==> config.mk <==
export PLATFORM = sky130hd
export DESIGN_NAME = div_stage_pipe
export DESIGN_NICKNAME = d
export VERILOG_FILES = /design/src/div_pkg.sv /design/src/div_stage_pipe.sv
export SDC_FILE = /design/constraint.sdc
export NUM_CORES = 1
export LEC_CHECK = 0
export BUFFER_PORTS_ARGS = -buffer_cell sky130_fd_sc_hd__buf_2
export CAP_MARGIN = 20
export CORE_AREA = 2 2 483 485
export DETAILED_ROUTE_END_ITERATION = 16
export DIE_AREA = 0 0 485 487
export PLACE_DENSITY_LB_ADDON = 0.15
export RECOVER_POWER = 50
export SLEW_MARGIN = 20
export SYNTH_ARGS = -nofsm -noshare
export SYNTH_HDL_FRONTEND = slang
export SYNTH_SLANG_ARGS = --single-unit
==> constraint.sdc <==
create_clock -name axis_aclk -period 17.88 [get_ports axis_aclk]
set_clock_uncertainty 0.15 [all_clocks]
set_input_delay 3.576 -clock axis_aclk [delete_from_list [all_inputs] [get_ports axis_aclk]]
set_output_delay 3.576 -clock axis_aclk [all_outputs]
set_load 0.02 [all_outputs]
==> src/div_pkg.sv <==
// Beat layout, route and state encodings, memcached field offsets; packet bytes sit little-endian in data
`default_nettype none

package div_pkg;

	localparam int DATA_W = 256;
	localparam int USER_W = 128;
	localparam int KEEP_W = DATA_W / 8;

	// One stream beat, last in the top bit
	typedef struct packed {
		logic              last;
		logic [USER_W-1:0] user;
		logic [KEEP_W-1:0] keep;
		logic [DATA_W-1:0] data;
	} axis_beat_t;

	typedef enum logic [1:0] {
		ROUTE_NORMAL,
		ROUTE_KVS,
		ROUTE_BOTH
	} route_e;

	typedef enum logic {
		ST_HEADER,
		ST_PACKET
	} div_state_e;

	// Binary protocol commands
	typedef enum logic [7:0] {
		OP_GET    = 8'h00,
		OP_SET    = 8'h01,
		OP_DELETE = 8'h04
	} memc_opcode_e;

	typedef struct packed {
		logic [31:0] pkt_in;
		logic [31:0] norm_out;
		logic [31:0] kvs_out;
		logic [31:0] kvs_drop;
	} div_stats_t;

	// Header beat fields
	localparam int ETH_TYPE_POS = 96;
	localparam int IP_PROTO_POS = 184;

	// Byte-swapped as seen on the bus
	localparam logic [15:0] ETH_TYPE_IPV4 = 16'h0008;
	localparam logic [7:0]  IP_PROTO_UDP  = 8'h11;

	// Second beat fields
	localparam int SPORT_POS       = 16;
	localparam int DPORT_POS       = 32;
	localparam int MEMC_MAGIC_POS  = 80;
	localparam int MEMC_OPCODE_POS = 88;
	localparam int MEMC_RESRVD_POS = 128;
	localparam int MEMC_TOTLEN_POS = 144;

	localparam logic [7:0] MAGIC_REQ = 8'h80;
	localparam logic [7:0] MAGIC_RES = 8'h81;

	// Requests this long or longer stay on the host path
	localparam int unsigned MAX_DIVERT_LEN = 512;

endpackage

`default_nettype wire
==> src/div_stage_pipe.sv <==
// Two-stage beat pipeline; stage 2 is the current beat, stage 1 the look-ahead beat
`timescale 1ns/1ns
`default_nettype none

module div_stage_pipe import div_pkg::*; (
	input  logic       axis_aclk,
	input  logic       axis_resetn,
	input  axis_beat_t in_beat,
	input  logic       in_empty,
	input  logic       advance,
	output logic       rd_en,
	output axis_beat_t stage1,
	output axis_beat_t stage2,
	output logic       stage1_empty,
	output logic       stage2_empty
);

	logic load1;

	// Stage 1 also refills on its own while empty, so a held header can pick up beat two
	assign load1 = advance || stage1_empty;
	assign rd_en = load1 && !in_empty;

	// Payload
	always_ff @(posedge axis_aclk) begin
		if (advance) begin
			stage2 <= stage1;
		end
		if (load1) begin
			stage1 <= in_beat;
		end
	end

	// Occupancy
	always_ff @(posedge axis_aclk) begin
		if (!axis_resetn) begin
			stage1_empty <= 1'b1;
			stage2_empty <= 1'b1;
		end else begin
			if (advance) begin
				stage2_empty <= stage1_empty;
			end
			if (load1) begin
				stage1_empty <= in_empty;
			end
		end
	end

endmodule

`default_nettype wire

==> flow_summary_export.csv <==
group,metric,value,unit
clock_tree,ctsResizeCount,0,
clock_tree,cts_max_level,3,
drt,route.vias.total,14925,
timing,finalSetupViolations,0,
logic_synthesis,seq_area_frac_synth,0.998,
timing,final_hold_viol_count,0,
logic_synthesis,synth_top_area_frac,0.997,
outcome,violations,"capacitance limit, slew limit",
logic_synthesis,synth_most_common_cell,"edfxtp_1",
timing,slew_headroom,-2.20,
final_layout,layout-drive-gt1-share,0.541,
worst_setup_path,path_class,"in -> out",
timing,finalWorstSetupSlack,5.83,ns
timing,period_share,0.674,
power_and_ir_drop,peakVddDrop,77.4,uV
drt,postRouteAntennaNets,0,
run,maxCapViolCount,5,
logic_synthesis,ys.flop_type,"edfxtp_1",
die,io_pins,1258,
logic_synthesis,synth-edff-count,834,
final_layout,fillers,25366,
drt,drc_errors,0,
logic_synthesis,syn_avg_cell_area,29.8,um2
die,start_util,0.109,
clock_tree,numCtsBuffers,106,
global_routing,antenna_found_initial,64,
outcome,status,"complete, but fails checks",
drt,drt_first_pass_iters,5,
logic_synthesis,synth_seq_cells,836,
final_layout,area_growth,53.6,%
logic_synthesis,yosys.cell_types.count,7,
place,placed_area,35400,um2
global_routing,grt_pass1_wl,164000,um
final_layout,nets,2643,
worst_setup_path,worst_setup_path_start_kind,"primary input",
place,gp_routability_congestion,0.805,
worst_setup_path,worstPathRequired,14.15,ns
worst_setup_path,crit_arrival,8.32,ns
worst_setup_path,cp-end-kind,"output pin",
die,coreArea,231000,um2
logic_synthesis,synth_top_area_cell,"edfxtp_1",
die,dieHeight,487,um
global_routing,gr-total-overflow,0,
logic_synthesis,syn_inst,842,
timing,tightest_slew,4.80,ns
clock_tree,cts_root_buf,"clkbuf_16",
global_routing,grt_max_degree,70,
timing,rsz0062_at_grt,"false",
power_and_ir_drop,p_per_area,129,nW/um2
global_routing,first_global_vias,15358,
drt,routedWlPerCell,24.7,um
clock_tree,clk_latency,0.73,ns
place,hpwl,107000,um
logic_synthesis,synth_area_leaders,"edfxtp_1 100%, dfxtp_1 0.16%, nor2b_4 0.055%",
drt,via_per_inst,2.78,
clock_tree,cts_hold_buf,0,
drt,wl,132000,um
clock_tree,cts_buffer_depth,3,
logic_synthesis,asyncSetResetFlopFracSynth,0,
clock_tree,cts.sinks,836,
power_and_ir_drop,power_leakage,14.6,nW
global_routing,gr-usage-all-layers,0.107,
place,pre_cts_slack,8.79,ns
logic_synthesis,yosys_warnings,0,
clock_tree,cts_tree,"done",
place,port_buffers,1257,
die,row_count,177,
die,die_x,485,um
timing,finalCriticalPeriod,12.05,ns
worst_setup_path,path_max_fanout,69,
power_and_ir_drop,fin_total_pwr,5.00,mW
clock_tree,cts_setup_buffers,0,
final_layout,fin_area,38600,um2
timing,drv_slew,261,
drt,drt_iter0_drc,862,
final_layout,stdcell_count,5362,
die,die_area,236000,um2
hold_path,min_path_type,"reg -> reg",
place,post-place-cells,5157,
timing,timing.fmax,83.0,MHz
logic_synthesis,synth_nets,1263,
timing,final.setup.tns,0,ns
logic_synthesis,synthTopCellsByCount,"834 x edfxtp_1, 2 x dfxtp_1, 2 x nand2_1",
clock_tree,clk_pin_slew,0.06,ns
logic_synthesis,synth_area,25100,um2
final_layout,fin_util,0.167,
timing,hold_ws,0.290,ns
placed cells by master, fill, tap and decap left out, types with 8 or more instances in the layout:
master	instances
buf_4	11
clkbuf_16	107
diode_2	8
clkinv_1	20
clkinv_2	17
clkinvlp_4	9
bufinv_16	10
edfxtp_1	834
clkbuf_1	200
buf_2	1079
routing by layer:
metal / track usage / vias up / share of wire
met5: 0 / - / 0.0013
met4: 0.0273 / 24 / 0.024
met3: 0.0676 / 194 / 0.14
met2: 0.173 / 1009 / 0.47
met1: 0.116 / 7422 / 0.37
li1: - / 6276 / -
report_power, final:
group	internal [mW]	switching (mW)	leakage (nW)	total (mW)
Clock	1.25	0.924	1.67	2.17
Sequential	2.31	0.0917	8.42	2.41
Combinational	0.107	0.311	4.53	0.418
Total	3.67	1.33	14.6	5.00
worst max-delay path, cell delays in order:
cell	delay [ns]
clkbuf_1	3.27
or2_4	0.98
nor2b_4	0.27
buf_2	0.16
sequential cells by signal, indices dropped and copies added, names as in the netlist:
| name | count |
|---|---|
| stage2 | 417 |
| stage2_empty | 1 |
| stage1_empty | 1 |
| stage1 | 417 |
worst paths after layout:
check,from,end,slack (ns),depth (start not counted)
max reg2reg,stage1_empty,stage1[79],14.10,4
min,stage1[349],stage2[349],0.29,0
max,advance,rd_en,5.83,4
min reg2reg,stage1[349],stage2[349],0.29,0
final cells by class:
class	count	area [um2]	share of cell area
clock buffer	125	2750	0.0711
clock inverter	72	732	0.0190
tap	3043	3810	0.0986
timing repair buffer	1272	6170	0.160
antenna	8	20.0	0.000519
sequential	836	25100	0.650
multi-input combinational	6	45.0	0.00117
logic make-up after synthesis:
logic type / Yosys count / synth area share
AND/OR/NAND/NOR: 4 / 0.00120
multiplexers: 1 / 0.000398
AO/OA/AOI/OAI: 1 / 0.000199
flip-flops: 836 / 0.998
No activity file was read; power rests on OpenSTA's default activity.
