`src/div_pkg.sv`:
```
// Beat layout, route and state encodings, memcached field offsets; packet bytes sit little-endian in data
`default_nettype none

package div_pkg;

	localparam int DATA_W = 256;
	localparam int USER_W = 128;
	localparam int KEEP_W = DATA_W / 8;

	// One stream beat, last in the top bit
	typedef struct packed {
		logic              last;
		logic [USER_W-1:0] user;
		logic [KEEP_W-1:0] keep;
		logic [DATA_W-1:0] data;
	} axis_beat_t;

	typedef enum logic [1:0] {
		ROUTE_NORMAL,
		ROUTE_KVS,
		ROUTE_BOTH
	} route_e;

	typedef enum logic {
		ST_HEADER,
		ST_PACKET
	} div_state_e;

	// Binary protocol commands
	typedef enum logic [7:0] {
		OP_GET    = 8'h00,
		OP_SET    = 8'h01,
		OP_DELETE = 8'h04
	} memc_opcode_e;

	typedef struct packed {
		logic [31:0] pkt_in;
		logic [31:0] norm_out;
		logic [31:0] kvs_out;
		logic [31:0] kvs_drop;
	} div_stats_t;

	// Header beat fields
	localparam int ETH_TYPE_POS = 96;
	localparam int IP_PROTO_POS = 184;

	// Byte-swapped as seen on the bus
	localparam logic [15:0] ETH_TYPE_IPV4 = 16'h0008;
	localparam logic [7:0]  IP_PROTO_UDP  = 8'h11;

	// Second beat fields
	localparam int SPORT_POS       = 16;
	localparam int DPORT_POS       = 32;
	localparam int MEMC_MAGIC_POS  = 80;
	localparam int MEMC_OPCODE_POS = 88;
	localparam int MEMC_RESRVD_POS = 128;
	localparam int MEMC_TOTLEN_POS = 144;

	localparam logic [7:0] MAGIC_REQ = 8'h80;
	localparam logic [7:0] MAGIC_RES = 8'h81;

	// Requests this long or longer stay on the host path
	localparam int unsigned MAX_DIVERT_LEN = 512;

endpackage

`default_nettype wire
```
`src/div_header_fsm.sv`:
```
// Classifies on the header beat plus the next beat; packets must be at least two beats long
`timescale 1ns/1ns
`default_nettype none

module div_header_fsm import div_pkg::*; (
	input  logic        axis_aclk,
	input  logic        axis_resetn,
	input  axis_beat_t  stage1,
	input  axis_beat_t  stage2,
	input  logic        stage1_empty,
	input  logic        stage2_empty,
	input  logic        norm_full,
	input  logic        norm_nearly_full,
	input  logic        kvs_nearly_full,
	input  logic        kvs_out_nearly_full,
	input  logic        div_en,
	input  logic [15:0] kvs_port,
	output logic        hold,
	output logic        norm_wr,
	output logic        kvs_wr
);

	div_state_e   state;
	route_e       route;
	route_e       hdr_route;
	route_e       cur_route;
	logic         is_udp;
	logic [15:0]  sport;
	logic [15:0]  dport;
	logic [7:0]   magic;
	memc_opcode_e opcode;
	logic [15:0]  resvd;
	logic [31:0]  totlen;
	logic         short_len;
	logic         norm_room;
	logic         kvs_room;
	logic         beat_ok;

	assign is_udp = stage2.data[ETH_TYPE_POS +: 16] == ETH_TYPE_IPV4 &&
		stage2.data[IP_PROTO_POS +: 8] == IP_PROTO_UDP;

	// Network byte order to host order
	assign sport  = {stage1.data[SPORT_POS +: 8], stage1.data[SPORT_POS + 8 +: 8]};
	assign dport  = {stage1.data[DPORT_POS +: 8], stage1.data[DPORT_POS + 8 +: 8]};
	assign magic  = stage1.data[MEMC_MAGIC_POS +: 8];
	assign opcode = memc_opcode_e'(stage1.data[MEMC_OPCODE_POS +: 8]);
	assign resvd  = stage1.data[MEMC_RESRVD_POS +: 16];
	assign totlen = {stage1.data[MEMC_TOTLEN_POS +: 8], stage1.data[MEMC_TOTLEN_POS + 8 +: 8],
		stage1.data[MEMC_TOTLEN_POS + 16 +: 8], stage1.data[MEMC_TOTLEN_POS + 24 +: 8]};
	assign short_len = totlen < MAX_DIVERT_LEN;

	always_comb begin
		hdr_route = ROUTE_NORMAL;
		if (is_udp && dport == kvs_port) begin
			if (magic == MAGIC_REQ && !short_len) begin
				hdr_route = ROUTE_NORMAL;
			end else if (div_en) begin
				if (magic == MAGIC_REQ && (opcode == OP_SET || opcode == OP_DELETE)) begin
					hdr_route = ROUTE_BOTH;
				end else if (!kvs_out_nearly_full) begin
					// No room downstream means the host serves it
					hdr_route = ROUTE_KVS;
				end
			end
		end else if (is_udp && sport == kvs_port) begin
			if (magic == MAGIC_RES && opcode == OP_GET && resvd == 16'h0 && short_len && div_en) begin
				hdr_route = ROUTE_BOTH;
			end
		end
	end

	// Header waits for its second beat
	assign hold = state == ST_HEADER && !stage2_empty && is_udp && stage1_empty;

	assign cur_route = (state == ST_HEADER) ? hdr_route : route;
	assign norm_room = !norm_full && !norm_nearly_full;
	assign kvs_room  = !kvs_nearly_full && !kvs_out_nearly_full;
	assign beat_ok   = !stage2_empty && !hold;

	// Both copies go in the same cycle or neither
	always_comb begin
		norm_wr = 1'b0;
		kvs_wr  = 1'b0;
		case (cur_route)
			ROUTE_KVS: kvs_wr = beat_ok && kvs_room;
			ROUTE_BOTH: begin
				norm_wr = beat_ok && norm_room && kvs_room;
				kvs_wr  = beat_ok && norm_room && kvs_room;
			end
			default: norm_wr = beat_ok && norm_room;
		endcase
	end

	always_ff @(posedge axis_aclk) begin
		if (!axis_resetn) begin
			state <= ST_HEADER;
			route <= ROUTE_NORMAL;
		end else if (norm_wr || kvs_wr) begin
			if (stage2.last) begin
				state <= ST_HEADER;
			end else if (state == ST_HEADER) begin
				state <= ST_PACKET;
				route <= hdr_route;
			end
		end
	end

endmodule

`default_nettype wire

```
`config.mk`:
```
export PLATFORM = sky130hd
export DESIGN_NAME = div_header_fsm
export DESIGN_NICKNAME = d
export VERILOG_FILES = /design/src/div_pkg.sv /design/src/div_header_fsm.sv
export SDC_FILE = /design/constraint.sdc
export NUM_CORES = 1
export LEC_CHECK = 0
export ABC_AREA = 1
export BUFFER_PORTS_ARGS = -buffer_cell sky130_fd_sc_hd__buf_2
export CAP_MARGIN = 25
export CORE_AREA = 2 2 340 342
export CTS_BUF_LIST = sky130_fd_sc_hd__clkbuf_8
export DETAILED_ROUTE_END_ITERATION = 10
export DIE_AREA = 0 0 342 344
export GPL_TIMING_DRIVEN = 0
export MAX_ROUTING_LAYER = met4
export SLEW_MARGIN = 20
export SYNTH_ARGS = -nofsm -noshare
export SYNTH_HDL_FRONTEND = slang
export SYNTH_SLANG_ARGS = --single-unit
```
`constraint.sdc`:
```
create_clock -name axis_aclk -period 2.2 [get_ports axis_aclk]
set_input_delay 0.33 -clock axis_aclk [delete_from_list [all_inputs] [get_ports axis_aclk]]
set_output_delay 0.33 -clock axis_aclk [all_outputs]
set_load 0.02 [all_outputs]
```
==> flow_summary.json <==
{
  "detail_route.iter0.violations": 27,
  "hold_ws_ns": 0.389,
  "maxCapViolations": 0,
  "setup_viol": 5,
  "ant_nets": 0,
  "cp-start-kind": "primary input",
  "internal_power_mw": 0.344,
  "switching_power_mw": 0.214,
  "worstPathArrival_ns": 2.31,
  "place_ws_ns": -1.81,
  "antenna_found_initial": 6,
  "layout_commonest_cell": "buf_2",
  "start_util": 0.0118,
  "syn2layout_area_growth_pct": 228,
  "grt_pass1_wl_microns": 12100,
  "grt_usage": 0.0154,
  "grt_overflow": 0,
  "cts_sinks": 3,
  "layout_common_cells": "131 x buf_2, 115 x nand2_1, 57 x nor2_1",
  "ys_seq_area_frac": 0.0446,
  "drc_errors": 0,
  "utilization": 0.0388,
  "pwr-share-seq": 0.105,
  "synthCells": 307,
  "die_h_microns": 344,
  "swShare": 0.383,
  "timing.fmax_mhz": 378,
  "wl_met2_microns": 2310,
  "wirelength_microns": 9150,
  "clk_path_buf_depth": 2,
  "violations": "negative setup slack",
  "syn_nets": 1168,
  "required_ns": 1.87,
  "end_kind": "output port",
  "yosysWarningCount": 0,
  "num_vias": 2248,
  "coreArea_sq_mm": 0.114,
  "path_clk_slew_ns": 0.03,
  "min_period_over_period": 1.20,
  "io_buffers": 139,
  "ys_seq_elements": 3,
  "ir_drop_mv": 0.212,
  "critPathMaxStageDelay_ns": 0.26,
  "syn_avg_cell_area_sq_um": 4.39,
  "io_pins": 862,
  "combPwrFrac": 0.612,
  "synth_area_sq_mm": 0.00135,
  "worstHoldPathType": "primary input to register",
  "dieWidth_microns": 342,
  "rows": 124,
  "yosysUniqueCellTypes": 25,
  "layout_setup_ws_ns": -0.442,
  "tightest_slew_ns": 0.294,
  "grt_pass1_vias": 2058,
  "setup_tns_ns": -1.53,
  "met3_length_microns": 1930,
  "min_period_ns": 2.64,
  "clockRootBuffer": "clkbuf_8",
  "crit_type": "primary input to output port",
  "p_leak_nw": 1.59,
  "crit_chain": "buf_2 > nor2_4 > buf_12 > nand2_1 > nor2_1 > nand2_1 > nor2_2 > nand2_2 > o21ai_4 > nand2_2 > nand2_4 > ha_4 > nor3b_2 > nor2_1 > nor3_2 > nand3_1 > inv_1 > buf_6",
  "rsz0062_at_grt": "yes",
  "wl_met1_microns": 4810,
  "cts_tree": "done",
  "hpwl_microns": 8420,
  "p_per_area_mw_per_mm2": 126,
  "routed_via_density": 1.13,
  "htreeDepth": 1,
  "finClkSkew_ns": 0.00322,
  "gp_congestion": 0.719,
  "final_max_slew_viol_count": 0,
  "cts_hold_buf": 0,
  "final_nets": 1325,
  "outcome": "complete, but fails checks",
  "top_layer": "met4",
  "grt_max_degree": 6,
  "cp_max_fo": 2,
  "total_power_mw": 0.558,
  "clock_latency_ns": 0.22,
  "layout-drive-gt1-share": 0.462,
  "p_clk_frac": 0.283,
  "dieArea_sq_mm": 0.118,
  "slew_headroom": 0.803,
  "cts-buffers-inserted": 3,
  "critical_path.slowest_cell": "o21ai_4",
  "wl_per_cell_microns": 4.61,
  "first_pass_iters": 4,
  "finalHoldViolations": 0
}
[kinds of logic after synthesis]
| family | after synthesis | share of synthesized area |
|---|---|---|
| AOI/OAI and AO/OA | 4 | 0.0195 |
| xor gates and xnor gates | 2 | 0.0130 |
| adders and majority gates | 2 | 0.0186 |
| buffers and inverters | 67 | 0.187 |
| DFF | 3 | 0.0446 |
| and+or+nand+nor | 229 | 0.717 |
[layer usage]
layer,up-vias,GRT usage
met2,157,0.0157
met3,6,0.00380
met4,0,0.00365
li1,1218,-
met5,-,-
met1,867,0.0263
[power groups by stage]
stage / logic (mW) / registers, mW / clock network, mW
2_1_floorplan: 0.110 / 0.0584 / 0
6_report: 0.341 / 0.0584 / 0.158
4_1_cts: 0.341 / 0.0583 / 0.161
3_3_place_gp: 0.293 / 0.0588 / 0
5_1_grt: 0.393 / 0.0585 / 0.168
3_5_place_dp: 0.299 / 0.0591 / 0
[registers in the layout, indices dropped and copies added, names as in the netlist]
register	count
route	2
state	1
[layout make-up]
cell class	count	area (sq um)
fillers	13600	109000
well taps	1512	1890
multi-input cells	237	1230
repair buffers	152	901
inverters	67	259
flip-flops and latches	3	60.1
clock buffers	3	41.3
diodes	11	27.5
clock inverters	1	3.75
[cells in the mapped netlist]
cell      instances  area, sq um
a21oi_1           1         5.00
nor3_1            3         15.0
o21ai_2           1         8.76
nand3b_1          1         7.51
o21ai_0           1         5.00
dfxtp_1           3         60.1
and3_1            1         6.26
nor2_1           64          240
ha_1              2         25.0
a21boi_0          1         7.51
nor3_2            3         30.0
nand4_1           3         18.8
nand3_1           8         40.0
xor2_1            2         17.5
inv_1            63          236
or2_2             1         6.26
and2_0            2         12.5
nor2_2            5         31.3
inv_2             4         15.0
nand2_2           4         25.0
nand2_4           1         11.3
nand3_2           2         20.0
nand2_1         128          480
or2_1             1         6.26
nor3b_1           2         15.0
[critical path: cells and delay by family]
family | cells | cell delay [ns]
buf+inv | 4 | 0.45
compound gates | 1 | 0.26
fa+ha+maj | 1 | 0.13
simple gates | 12 | 1.12
[final timing paths]
path,to,cells past startpoint,slack (ns),start
max,norm_wr,18,-0.44,stage1[90]
min,route[1],3,0.39,axis_resetn
max reg2reg,route[0],18,0.11,state
min reg2reg,route[1],4,0.53,route[1]
[repair_timing]
item                       CTS  global route
setup endpoints to repair    5             5
resized for setup           54            22
pin swaps                   26            25
setup buffers               12             2
cloned                       0             0
[through the flow]
step | std cells | area (sq um)
floorplan | 307 | 1350
global placement | 1958 | 3930
detailed placement | 1958 | 3930
CTS | 1973 | 4290
global route | 1977 | 4400
finish | 1986 | 4420
Note: power is estimated with default switching activity, not from simulation.
