## src/div_pkg.sv

```systemverilog
// Beat layout, route and state encodings, memcached field offsets; packet bytes sit little-endian in data
`default_nettype none

package div_pkg;

	localparam int DATA_W = 256;
	localparam int USER_W = 128;
	localparam int KEEP_W = DATA_W / 8;

	// One stream beat, last in the top bit
	typedef struct packed {
		logic              last;
		logic [USER_W-1:0] user;
		logic [KEEP_W-1:0] keep;
		logic [DATA_W-1:0] data;
	} axis_beat_t;

	typedef enum logic [1:0] {
		ROUTE_NORMAL,
		ROUTE_KVS,
		ROUTE_BOTH
	} route_e;

	typedef enum logic {
		ST_HEADER,
		ST_PACKET
	} div_state_e;

	// Binary protocol commands
	typedef enum logic [7:0] {
		OP_GET    = 8'h00,
		OP_SET    = 8'h01,
		OP_DELETE = 8'h04
	} memc_opcode_e;

	typedef struct packed {
		logic [31:0] pkt_in;
		logic [31:0] norm_out;
		logic [31:0] kvs_out;
		logic [31:0] kvs_drop;
	} div_stats_t;

	// Header beat fields
	localparam int ETH_TYPE_POS = 96;
	localparam int IP_PROTO_POS = 184;

	// Byte-swapped as seen on the bus
	localparam logic [15:0] ETH_TYPE_IPV4 = 16'h0008;
	localparam logic [7:0]  IP_PROTO_UDP  = 8'h11;

	// Second beat fields
	localparam int SPORT_POS       = 16;
	localparam int DPORT_POS       = 32;
	localparam int MEMC_MAGIC_POS  = 80;
	localparam int MEMC_OPCODE_POS = 88;
	localparam int MEMC_RESRVD_POS = 128;
	localparam int MEMC_TOTLEN_POS = 144;

	localparam logic [7:0] MAGIC_REQ = 8'h80;
	localparam logic [7:0] MAGIC_RES = 8'h81;

	// Requests this long or longer stay on the host path
	localparam int unsigned MAX_DIVERT_LEN = 512;

endpackage

`default_nettype wire
```

## src/div_pkt_counters.sv

```systemverilog
// Free-running packet counters, wrap at 2^32
`timescale 1ns/1ns
`default_nettype none

module div_pkt_counters import div_pkg::*; (
	input  logic       axis_aclk,
	input  logic       axis_resetn,
	input  logic       in_done,
	input  logic       norm_done,
	input  logic       kvs_done,
	input  logic       drop_start,
	output div_stats_t stats
);

	always_ff @(posedge axis_aclk) begin
		if (!axis_resetn) begin
			stats <= '0;
		end else begin
			if (in_done) begin
				stats.pkt_in <= stats.pkt_in + 32'd1;
			end
			if (norm_done) begin
				stats.norm_out <= stats.norm_out + 32'd1;
			end
			if (kvs_done) begin
				stats.kvs_out <= stats.kvs_out + 32'd1;
			end
			// One pulse per dropped packet
			if (drop_start) begin
				stats.kvs_drop <= stats.kvs_drop + 32'd1;
			end
		end
	end

endmodule

`default_nettype wire

```

## config.mk

```make
export PLATFORM = sky130hd
export DESIGN_NAME = div_pkt_counters
export DESIGN_NICKNAME = d
export VERILOG_FILES = /design/src/div_pkg.sv /design/src/div_pkt_counters.sv
export SDC_FILE = /design/constraint.sdc
export NUM_CORES = 1
export LEC_CHECK = 0
export BUFFER_PORTS_ARGS = -buffer_cell sky130_fd_sc_hd__buf_2
export CAP_MARGIN = 10
export CORE_ASPECT_RATIO = 2
export CORE_MARGIN = 2
export CORE_UTILIZATION = 35
export DETAILED_ROUTE_END_ITERATION = 10
export SETUP_SLACK_MARGIN = 0.4
export SYNTH_ARGS = -nofsm -noshare
export SYNTH_HDL_FRONTEND = slang
export SYNTH_SLANG_ARGS = --single-unit
```

## constraint.sdc

```tcl
create_clock -name axis_aclk -period 2.68 [get_ports axis_aclk]
set_clock_uncertainty 0.1 [all_clocks]
set_input_delay 0.134 -clock axis_aclk [delete_from_list [all_inputs] [get_ports axis_aclk]]
set_output_delay 0.134 -clock axis_aclk [all_outputs]
set_load 0.1 [all_outputs]
```

==> results.tsv, run 1 <==
stage	metric	value	unit
synthesis	ys_top_cells_by_area	dfxtp_1 (42%), or4_1 (5.7%), a21oi_1 (5.3%)	
grt	grtUsageTotal	0.169	
pwr	p_per_area	540	nW/um^2
grt	gr-usage-met3	0.0389	
synthesis	synth_warnings	0	
synthesis	synthArstFlopShare	0	
pwr	power.share.sequential	0.461	
sta	hold_viol_final	0	
sta	worst_slack	0.538	ns
detailed_routing	vias	5875	
setup_path	end_kind	flop	
floorplanning	die_h	190	um
sta	fmax	467	MHz
synthesis	synth_ff_type	dfxtp_1	
finish	largest_reg_flops	128	
cts	clkTransAtPathRegs	0.06	ns
pwr	ir_worst_vdd	0.393	mV
grt	grt_pass1_vias	5360	
grt	met2_usage	0.272	
grt	grt_antenna_before_repair	0	
sta	period_minus_slack	2.14	ns
detailed_routing	drc	0	
detailed_routing	drtIter0Drc	212	
floorplanning	dieWidth	97.2	um
place	gp_congestion	0.780	
place	io_buffers	133	
grt	busiest_layer	met2	
sta	rsz0062_at_grt	no	
pwr	cellLeakagePower	2.83	nW
cts	cts_root_buf	clkbuf_16	
cts	cts_max_path_buffers	2	
cts	cts_tree	yes	
pwr	comb_power_share	0.048	
sta	worst_pin_slew	0.704	ns
finish	final_cells	1067	
detailed_routing	avgRoutedWirePerCell	14.7	um
floorplanning	core-area	17100	sq um
synthesis	synth_top_area_share	0.422	
synthesis	avgSynthCellArea	8.48	sq um
synthesis	synth_most_common_cell	dfxtp_1	
pwr	p_sw	1.02	mW
sta	setup_violations	0	
floorplanning	dieArea	18500	sq um
cts	clk_latency	0.41	ns
cts	cts_sinks	128	
finish	nFillCells	1715	
synthesis	synth.distinct_cells	37	
outcome	outcome	finished, final reports clean	
setup_path	start_kind	input pin	
finish	largestRegisters	stats (128)	
grt	grt-ovfl-total	0	
setup_path	cp_max_fo	7	
detailed_routing	wirelength	15700	um
cts	post_cts_buffers	0	
finish	syn2layout_area_growth	26.4	%
setup_path	arrival	2.38	ns
floorplanning	ios	134	
place	dp_cells	1031	
setup_path	critical_path_class	in -> reg	
detailed_routing	routed_via_density	5.51	
sta	post-route-period-util	0.799	
finish	drive_above_1_share	0.321	
synthesis	syn_nets	727	
cts	htree_levels	4	
place	dpl_worst_slack	0.499	ns
finish	top_register	stats	
synthesis	synth_top_cell_by_area	dfxtp_1	
finish	antenna_cells	0	
pwr	switching_share	0.246	
floorplanning	initial_utilization	0.355	
synthesis	yosysSeqAreaShare	0.422	
synthesis	synthTopCellsByCount	dfxtp_1 (128), a21oi_1 (64), nand2_1 (59)	
grt	met1_usage	0.218	
grt	grt_max_degree	79	
hold_path	hp-class	in -> reg	
sta	fin_tns_setup	0	ns
setup_path	critPathRequiredTime	2.92	ns
job	maxCapViolCount	0	
pwr	p_int	3.13	mW
synthesis	ys_seq_elements	128	
detailed_routing	ant_nets	0	
cts	numCtsBuffers	17	
synthesis	syn-instance-count	717	
synthesis	syn-cell-area	6080	sq um
synthesis	synth_edf_count	0	
finish	final_net_count	854	
floorplanning	rows	68	
pwr	clkPwrFrac	0.491	
sta	drv_slew	0	
place	hpwl	10800	um
detailed_routing	firstDrtPassIters	5	
grt	grt_pass1_wl	26300	um
sta	max_slew_margin	0.527	
metal layers:
layer | wire length (um) | part of all wire | vias up
met5 | 0 | 0 | -
met4 | 310 | 0.020 | 0
met3 | 826 | 0.053 | 19
met2 | 7420 | 0.47 | 141
met1 | 7150 | 0.46 | 2768
li1 | - | - | 2947
metrics by stage:
step	area, sq um	total power [mW]	hold WS (ns)	utilization
after floorplan	6270	2.11	0.180	-
after global routing	7680	4.30	0.185	0.449
after detailed placement	7110	2.15	0.356	0.416
final	7680	4.15	0.157	0.449
after global placement	7110	2.15	0.349	0.416
after CTS	7670	4.21	0.151	0.449
worst max-delay path, stage by stage:
cell and delay [ns]:
dlygate4sd3_1 0.52, buf_2 0.19, nand4_1 0.23, or4_4 0.62
or4b_1 0.53, a21oi_1 0.16
cells in the final DEF, fill, tap and decap left out, types with 2 or more instances in the layout:
cell type and instances:
nor4_1 22, xnor2_1 26, clkbuf_1 3, and4_1 15, buf_4 5, clkbuf_16 17, clkinvlp_4 5, nand2b_1 13
and2_1 3, buf_2 133, clkinv_2 7, xor2_1 17, dlygate4sd3_1 4, or4_1 44, nand4_1 35, nand2_1 59
dfxtp_2 73, dfxtp_1 29, o21ai_0 21, nor3_1 7, inv_1 19, dfxtp_4 26, and3_1 8, o31ai_1 40
or4_4 3, nand3_1 42, a21oi_1 64, ha_1 4, or2_1 3, nor2_1 49, or3_1 25, nand4_2 2
o41ai_1 2, mux2i_1 18, o21a_1 3, o31a_1 2
cell families after synthesis:
group | after synthesis | share of synthesized area
buf+inv | 55 | 0.0354
simple gates | 336 | 0.312
mux | 18 | 0.0296
flops | 128 | 0.422
xor+xnor | 43 | 0.0620
fa+ha+maj | 4 | 0.00824
compound gates | 133 | 0.131
repair_timing:
action | CTS | global route
hold endpoints to repair | 10 | 0
endpoints found under the setup margin | 0 | 5
hold buffers | 4 | 0
gates resized for setup | 0 | 2
power groups by stage:
stage | combinational, mW | sequential (mW) | clock [mW]
after floorplan | 0.0633 | 2.05 | 0
after global placement | 0.193 | 1.95 | 0
after detailed placement | 0.194 | 1.95 | 0
after CTS | 0.200 | 1.91 | 2.10
after global routing | 0.211 | 1.92 | 2.17
final | 0.197 | 1.91 | 2.04
layout make-up:
| class | count | area (sq um) | area share |
|---|---|---|---|
| flip-flops and latches | 128 | 2750 | 0.358 |
| inverters | 20 | 76.3 | 0.00994 |
| repair buffers | 143 | 763 | 0.0994 |
| multi-input cells | 534 | 3310 | 0.431 |
| clock inverters | 11 | 67.6 | 0.00880 |
| clock buffers | 21 | 450 | 0.0587 |
| well taps | 210 | 263 | 0.0342 |
final timing paths:
kind / slack (ns) / start / cells after the start / end
worst max-delay path: 0.54 / kvs_done / 6 / stats[61]
worst min-delay path: 0.16 / axis_resetn / 3 / stats[22]
worst max register to register: 0.56 / stats[42] / 4 / stats[51]
worst min register to register: 0.37 / stats[127] / 2 / stats[127]
Note: power is estimated with default switching activity, not from simulation.
==> inputs of run 2 (changes only) <==
- ABC_AREA: not set -> 1
- clock period: 2.68 -> 1.8 ns (I/O delays scaled with it)
==> results.tsv, run 2 <==
stage	metric	value	unit
finish	drive_above_1_share	0.451	
synthesis	synth_most_common_cell	nand2_1	
synthesis	synthTopCellsByCount	nand2_1 (264), nor2_1 (258), dfxtp_1 (128)	
setup_path	path_cells	ha_4 -> nand3_4 -> nor2_4 -> nand2_2 -> nor2_4 -> nand3_1 -> nand2_1 -> nor2_1	
synthesis	yosys.area_share.xor_xnor	0.0229	
floorplanning	core-area	19300	sq um
setup_path	arrival	1.72	ns
cts	cts_max_path_buffers	2	
synthesis	ys_top_cells_by_area	dfxtp_1 (37%), nand2_1 (14%), nor2_1 (14%)	
synthesis	synth-simple-area-share	0.463	
synthesis	synth_compound_area_frac	0.0649	
setup_path	critical_path_class	reg -> reg	
sta	rsz0062_at_grt	yes	
floorplanning	ios	134	
setup_path	crit_family	simple AND/OR/NAND/NOR gates	
floorplanning	dieArea	20900	sq um
detailed_routing	firstDrtPassIters	4	
grt	grt-ovfl-total	0	
grt	grtUsageTotal	0.215	
pwr	switching_share	0.235	
sta	period_minus_slack	1.50	ns
place	place_area	8580	sq um
cts	cts_sinks	128	
sta	setup_violations	0	
finish	final_net_count	1276	
grt	grt_pass1_vias	7104	
finish	antenna_cells	0	
hold_path	holdPathEnd	stats[68]	
pwr	comb_power_share	0.056	
setup_path	critPathRequiredTime	2.02	ns
sta	post-route-period-util	0.835	
finish	final_cells	1538	
finish	largestRegisters	stats (128)	
sta	max_slew_margin	0.665	
synthesis	syn-instance-count	1075	
cts	clk_latency	0.43	ns
hold_path	hold_start	axis_resetn	
cts	htree_levels	4	
finish	layout_commonest_cell	nand2_1	
synthesis	synth_top_area_share	0.372	
pwr	p_per_area	641	nW/um^2
place	gp_congestion	0.891	
pwr	clkPwrFrac	0.546	
hold_path	whs_path_depth	3	
detailed_routing	routed_via_density	4.91	
synthesis	synth.distinct_cells	33	
setup_path	end_kind	flop	
pwr	cellLeakagePower	4.15	nW
detailed_routing	drc	0	
floorplanning	die_h	202	um
setup_path	slowest_delay	0.39	ns
finish	syn2layout_area_growth	55.4	%
synthesis	synth_edf_count	0	
setup_path	slowest_stage	dfxtp_4	
finish	final_cell_mix	nand2_1 (216), nor2_1 (196), buf_4 (170), dfxtp_4 (111), inv_1 (91)	
grt	grt_max_degree	82	
finish	largest_reg_flops	128	
finish	final_cell_area	10700	sq um
synthesis	ys_seq_elements	128	
synthesis	avgSynthCellArea	6.40	sq um
outcome	outcome	finished, final reports clean	
floorplanning	initial_utilization	0.357	
floorplanning	dieWidth	103	um
cts	cts_tree	yes	
hold_path	hp-class	in -> reg	
setup_path	r2r_cells	8	
setup_path	path_depth	8	
setup_path	cp_max_fo	6	
synthesis	syn_nets	1085	
synthesis	synthMuxAreaShare	0	
place	io_buffers	133	
synthesis	synth_ff_type	dfxtp_1	
detailed_routing	drtIter0Drc	205	
setup_path	r2r_start	stats[65]	
synthesis	yosysSeqAreaShare	0.372	
cts	clkTransAtPathRegs	0.06	ns
job	maxCapViolCount	0	
sta	worst_pin_slew	0.506	ns
pwr	p_int	5.24	mW
pwr	ir_worst_vdd	0.530	mV
detailed_routing	vias	7555	
synthesis	syn-cell-area	6880	sq um
detailed_routing	ant_nets	0	
setup_path	path_common_cell	nor2_4	
detailed_routing	wirelength	22800	um
grt	grt_pass1_wl	34700	um
setup_path	rrSetupSlack	0.30	ns
pwr	p_sw	1.61	mW
cts	numCtsBuffers	17	
pwr	total_power	6.85	mW
synthesis	synth_warnings	0	
synthesis	synth_top_family_by_area	simple AND/OR/NAND/NOR gates	
sta	hold_viol_final	0	
setup_path	cp_num_buf_inv	0	
sta	drv_slew	0	
synthesis	synth_fa_ha_area_frac	0.00728	
sta	fin_tns_setup	0	ns
pwr	power.share.sequential	0.398	
synthesis	synth_top_cell_by_area	dfxtp_1	
place	hpwl	16400	um
sta	fmax	665	MHz
setup_path	reg2reg_to	stats[90]	
place	dp_cells	1454	
detailed_routing	avgRoutedWirePerCell	14.8	um
setup_path	start_kind	flop	
synthesis	synthArstFlopShare	0	
finish	top_register	stats	
grt	grt_antenna_before_repair	0	
cts	cts_root_buf	clkbuf_16	
floorplanning	rows	72	
==> run 2: cell count changes in the layout (fill, tap and decap cells not counted), sizes merged, moves of 18 or more <==
cell and change:
nor2 +247, nand2 +213, o31ai -40, or4 -47
nand3 +58, or3 -25, nor4 -23, nand4 -23
mux2i -18, inv +85, buf +43
==> run 2: cell type report <==
cell class,instances,area (sq um)
Clock buffer,20,437
Clock inverter,12,190
Fill cell,1841,8590
Inverter,104,395
Multi-Input combinational cell,826,4890
Sequential cell,128,3000
Tap cell,259,324
Timing Repair Buffer,189,1460
==> run 2: kinds of logic (layout without fill, tap and decap cells) <==
logic type,after synthesis,in the layout
AOI/OAI and AO/OA,85,85
and+or+nand+nor,719,719
buffers and inverters,121,325
adders and majority gates,4,4
xor gates and xnor gates,18,18
DFF,128,128
==> run 2: power by group through the flow <==
stage / logic (mW) / clock network [mW] / registers (mW)
after global placement: 0.330 / 0 / 2.79
after detailed placement: 0.332 / 0 / 2.79
after global routing: 0.410 / 3.97 / 2.73
after floorplan: 0.133 / 0 / 2.91
after CTS: 0.356 / 3.85 / 2.73
final: 0.384 / 3.74 / 2.73
==> run 2: layer usage <==
layer	GRT usage	vias up	share of wire
met1	0.196	3502	0.34
met3	0.0456	63	0.037
met2	0.414	185	0.57
li1	-	3805	-
met4	0.125	0	0.050
met5	0	-	0
==> run 2: metrics by stage <==
step           hold WS [ns]  setup WS, ns  utilization
2_1_floorplan        0.0699         0.208            -
3_3_place_gp          0.316         0.284        0.445
3_5_place_dp          0.318         0.262        0.445
4_1_cts             0.00758         0.323        0.507
5_1_grt              0.0403         0.229        0.555
6_report             0.0263         0.297        0.555
==> run 2: how the worst max path moves through the flow <==
stage | from | endpoint | slack, ns
2_1_floorplan | stats[32] | stats[62] | 0.21
3_3_place_gp | stats[96] | stats[104] | 0.28
3_5_place_dp | stats[33] | stats[56] | 0.26
4_1_cts | stats[0] | stats[26] | 0.32
5_1_grt | stats[65] | stats[90] | 0.23
6_report | stats[65] | stats[90] | 0.30
==> run 2: worst min-delay path, cell delays in order <==
cell and delay [ns]:
buf_2 0.12, inv_2 0.17, nor2_1 0.13
==> run 2: repair_timing <==
item / in CTS / in global routing
setup buffers: 9 / 39
gates resized for setup: 166 / 153
hold endpoints to repair: 15 / 0
pin swaps: 19 / 78
setup endpoints to repair: 179 / 94
hold buffers: 4 / 0
==> inputs of run 3 (changes only) <==
- clock period: 1.8 -> 1.5 ns (I/O delays scaled with it)
==> results.tsv, run 3 (synthesis results as in run 2) <==
stage	metric	value	unit
setup_path	arrival	1.75	ns
hold_path	hp-class	in -> reg	
grt	grt-ovfl-total	0	
setup_path	cp_max_fo	5	
sta	max_slew_margin	0.747	
cts	numCtsBuffers	17	
sta	post-route-period-util	0.989	
finish	nFillCells	1379	
cts	clkTransAtPathRegs	0.06	ns
finish	seq_area	3030	sq um
sta	rsz0062_at_grt	yes	
detailed_routing	avgRoutedWirePerCell	16.2	um
grt	grt_pass1_vias	7742	
place	io_buffers	133	
setup_path	critPathRequiredTime	1.76	ns
sta	hold_viol_final	0	
setup_path	start_kind	flop	
sta	setup_violations	0	
cts	cts_max_path_buffers	2	
setup_path	r2r_cells	9	
grt	grt_max_degree	35	
finish	largestRegisters	stats (128)	
floorplanning	die_h	202	um
outcome	outcome	finished, final reports clean	
hold_path	holdPathEnd	stats[95]	
finish	final_cell_mix	nand2_1 (191), nor2_1 (175), buf_12 (133), dfxtp_4 (124), nor2_4 (86)	
detailed_routing	wirelength	26700	um
grt	grtUsageTotal	0.231	
cts	cts_root_buf	clkbuf_16	
setup_path	rrSetupSlack	0.02	ns
place	gp_congestion	0.876	
detailed_routing	firstDrtPassIters	5	
floorplanning	initial_utilization	0.357	
floorplanning	dieWidth	103	um
job	maxCapViolCount	0	
hold_path	hold_start	axis_resetn	
finish	layout_commonest_cell	nand2_1	
floorplanning	core-area	19300	sq um
floorplanning	ios	134	
finish	largest_reg_flops	128	
floorplanning	dieArea	20900	sq um
setup_path	end_kind	flop	
sta	worst_pin_slew	0.380	ns
detailed_routing	ant_nets	0	
detailed_routing	vias	8293	
cts	cts_tree	yes	
grt	grt_pass1_wl	37800	um
pwr	cellLeakagePower	5.37	nW
sta	fmax	674	MHz
pwr	p_per_area	574	nW/um^2
place	place_area	8670	sq um
setup_path	critical_path_class	reg -> reg	
floorplanning	rows	72	
finish	drive_above_1_share	0.561	
cts	htree_levels	4	
finish	top_register	stats	
detailed_routing	routed_via_density	5.03	
finish	syn2layout_area_growth	103	%
detailed_routing	drc	0	
sta	fin_tns_setup	0	ns
place	hpwl	16700	um
finish	multi_input_area	5420	sq um
setup_path	r2r_start	stats[33]	
grt	grt_antenna_before_repair	0	
finish	final_net_count	1388	
sta	drv_slew	0	
detailed_routing	drtIter0Drc	270	
setup_path	reg2reg_to	stats[60]	
sta	period_minus_slack	1.48	ns
finish	antenna_cells	0	
cts	clk_latency	0.43	ns
finish	utilization	0.725	
finish	final_cell_area	14000	sq um
hold_path	whs_path_depth	4	
cts	cts_sinks	128	
pwr	ir_worst_vdd	0.693	mV
run 3: where the power goes:
| group | switching (mW) | internal (mW) |
|---|---|---|
| Combinational | 0.392 | 0.250 |
| Clock | 1.67 | 2.45 |
| Sequential | 0.0446 | 3.21 |
run 3: cell type report:
class,count,area share
multi-input cells,826,0.387
clock inverters,13,0.0101
well taps,259,0.0232
repair buffers,301,0.303
clock buffers,19,0.0310
flip-flops and latches,128,0.217
inverters,104,0.0288
run 3: stage by stage:
stage          hold WS [ns]  power [mW]  worst slack [ns]  cells
2_1_floorplan        0.0549        3.66           -0.0916   1075
3_3_place_gp          0.280        3.74            0.0193   1466
3_5_place_dp          0.284        3.74          -0.00671   1466
4_1_cts              0.0282        7.96            0.0751   1567
5_1_grt              0.0594        8.29           -0.0805   1650
6_report             0.0426        8.02            0.0169   1650
run 3: metal layers:
layer | routed length [um] | track usage | vias to the layer above
met5 | 0 | 0 | -
met4 | 1170 | 0.111 | 0
met3 | 966 | 0.0394 | 80
met2 | 15500 | 0.451 | 230
met1 | 9070 | 0.221 | 3939
li1 | - | - | 4044
run 3: worst max path at each step:
stage	startpoint	to	slack (ns)	depth (start not counted)
final	stats[33]	stats[60]	0.02	9
after global routing	stats[33]	stats[60]	-0.08	9
after CTS	stats[36]	stats[60]	0.08	8
after detailed placement	stats[96]	stats[104]	-0.007	6
after global placement	stats[96]	stats[104]	0.02	6
after floorplan	stats[32]	stats[62]	-0.09	8
run 3: repair_timing:
item                                    in CTS  in global routing
hold buffers                                 5                  0
cloned                                       0                  0
pin swaps                                   55                125
hold endpoints to repair                    14                  0
gates resized for setup                    513                445
endpoints found under the setup margin     243                247
setup buffers                               64                 83
run 3: critical path, stage by stage, from the launching register on:
cell     delay, ns
dfxtp_4       0.40
ha_4          0.18
inv_4         0.05
nor2_4        0.11
nand3_4       0.10
nor2_4        0.19
nand2_1       0.10
nand2_1       0.08
inv_1         0.04
nor2_1        0.07
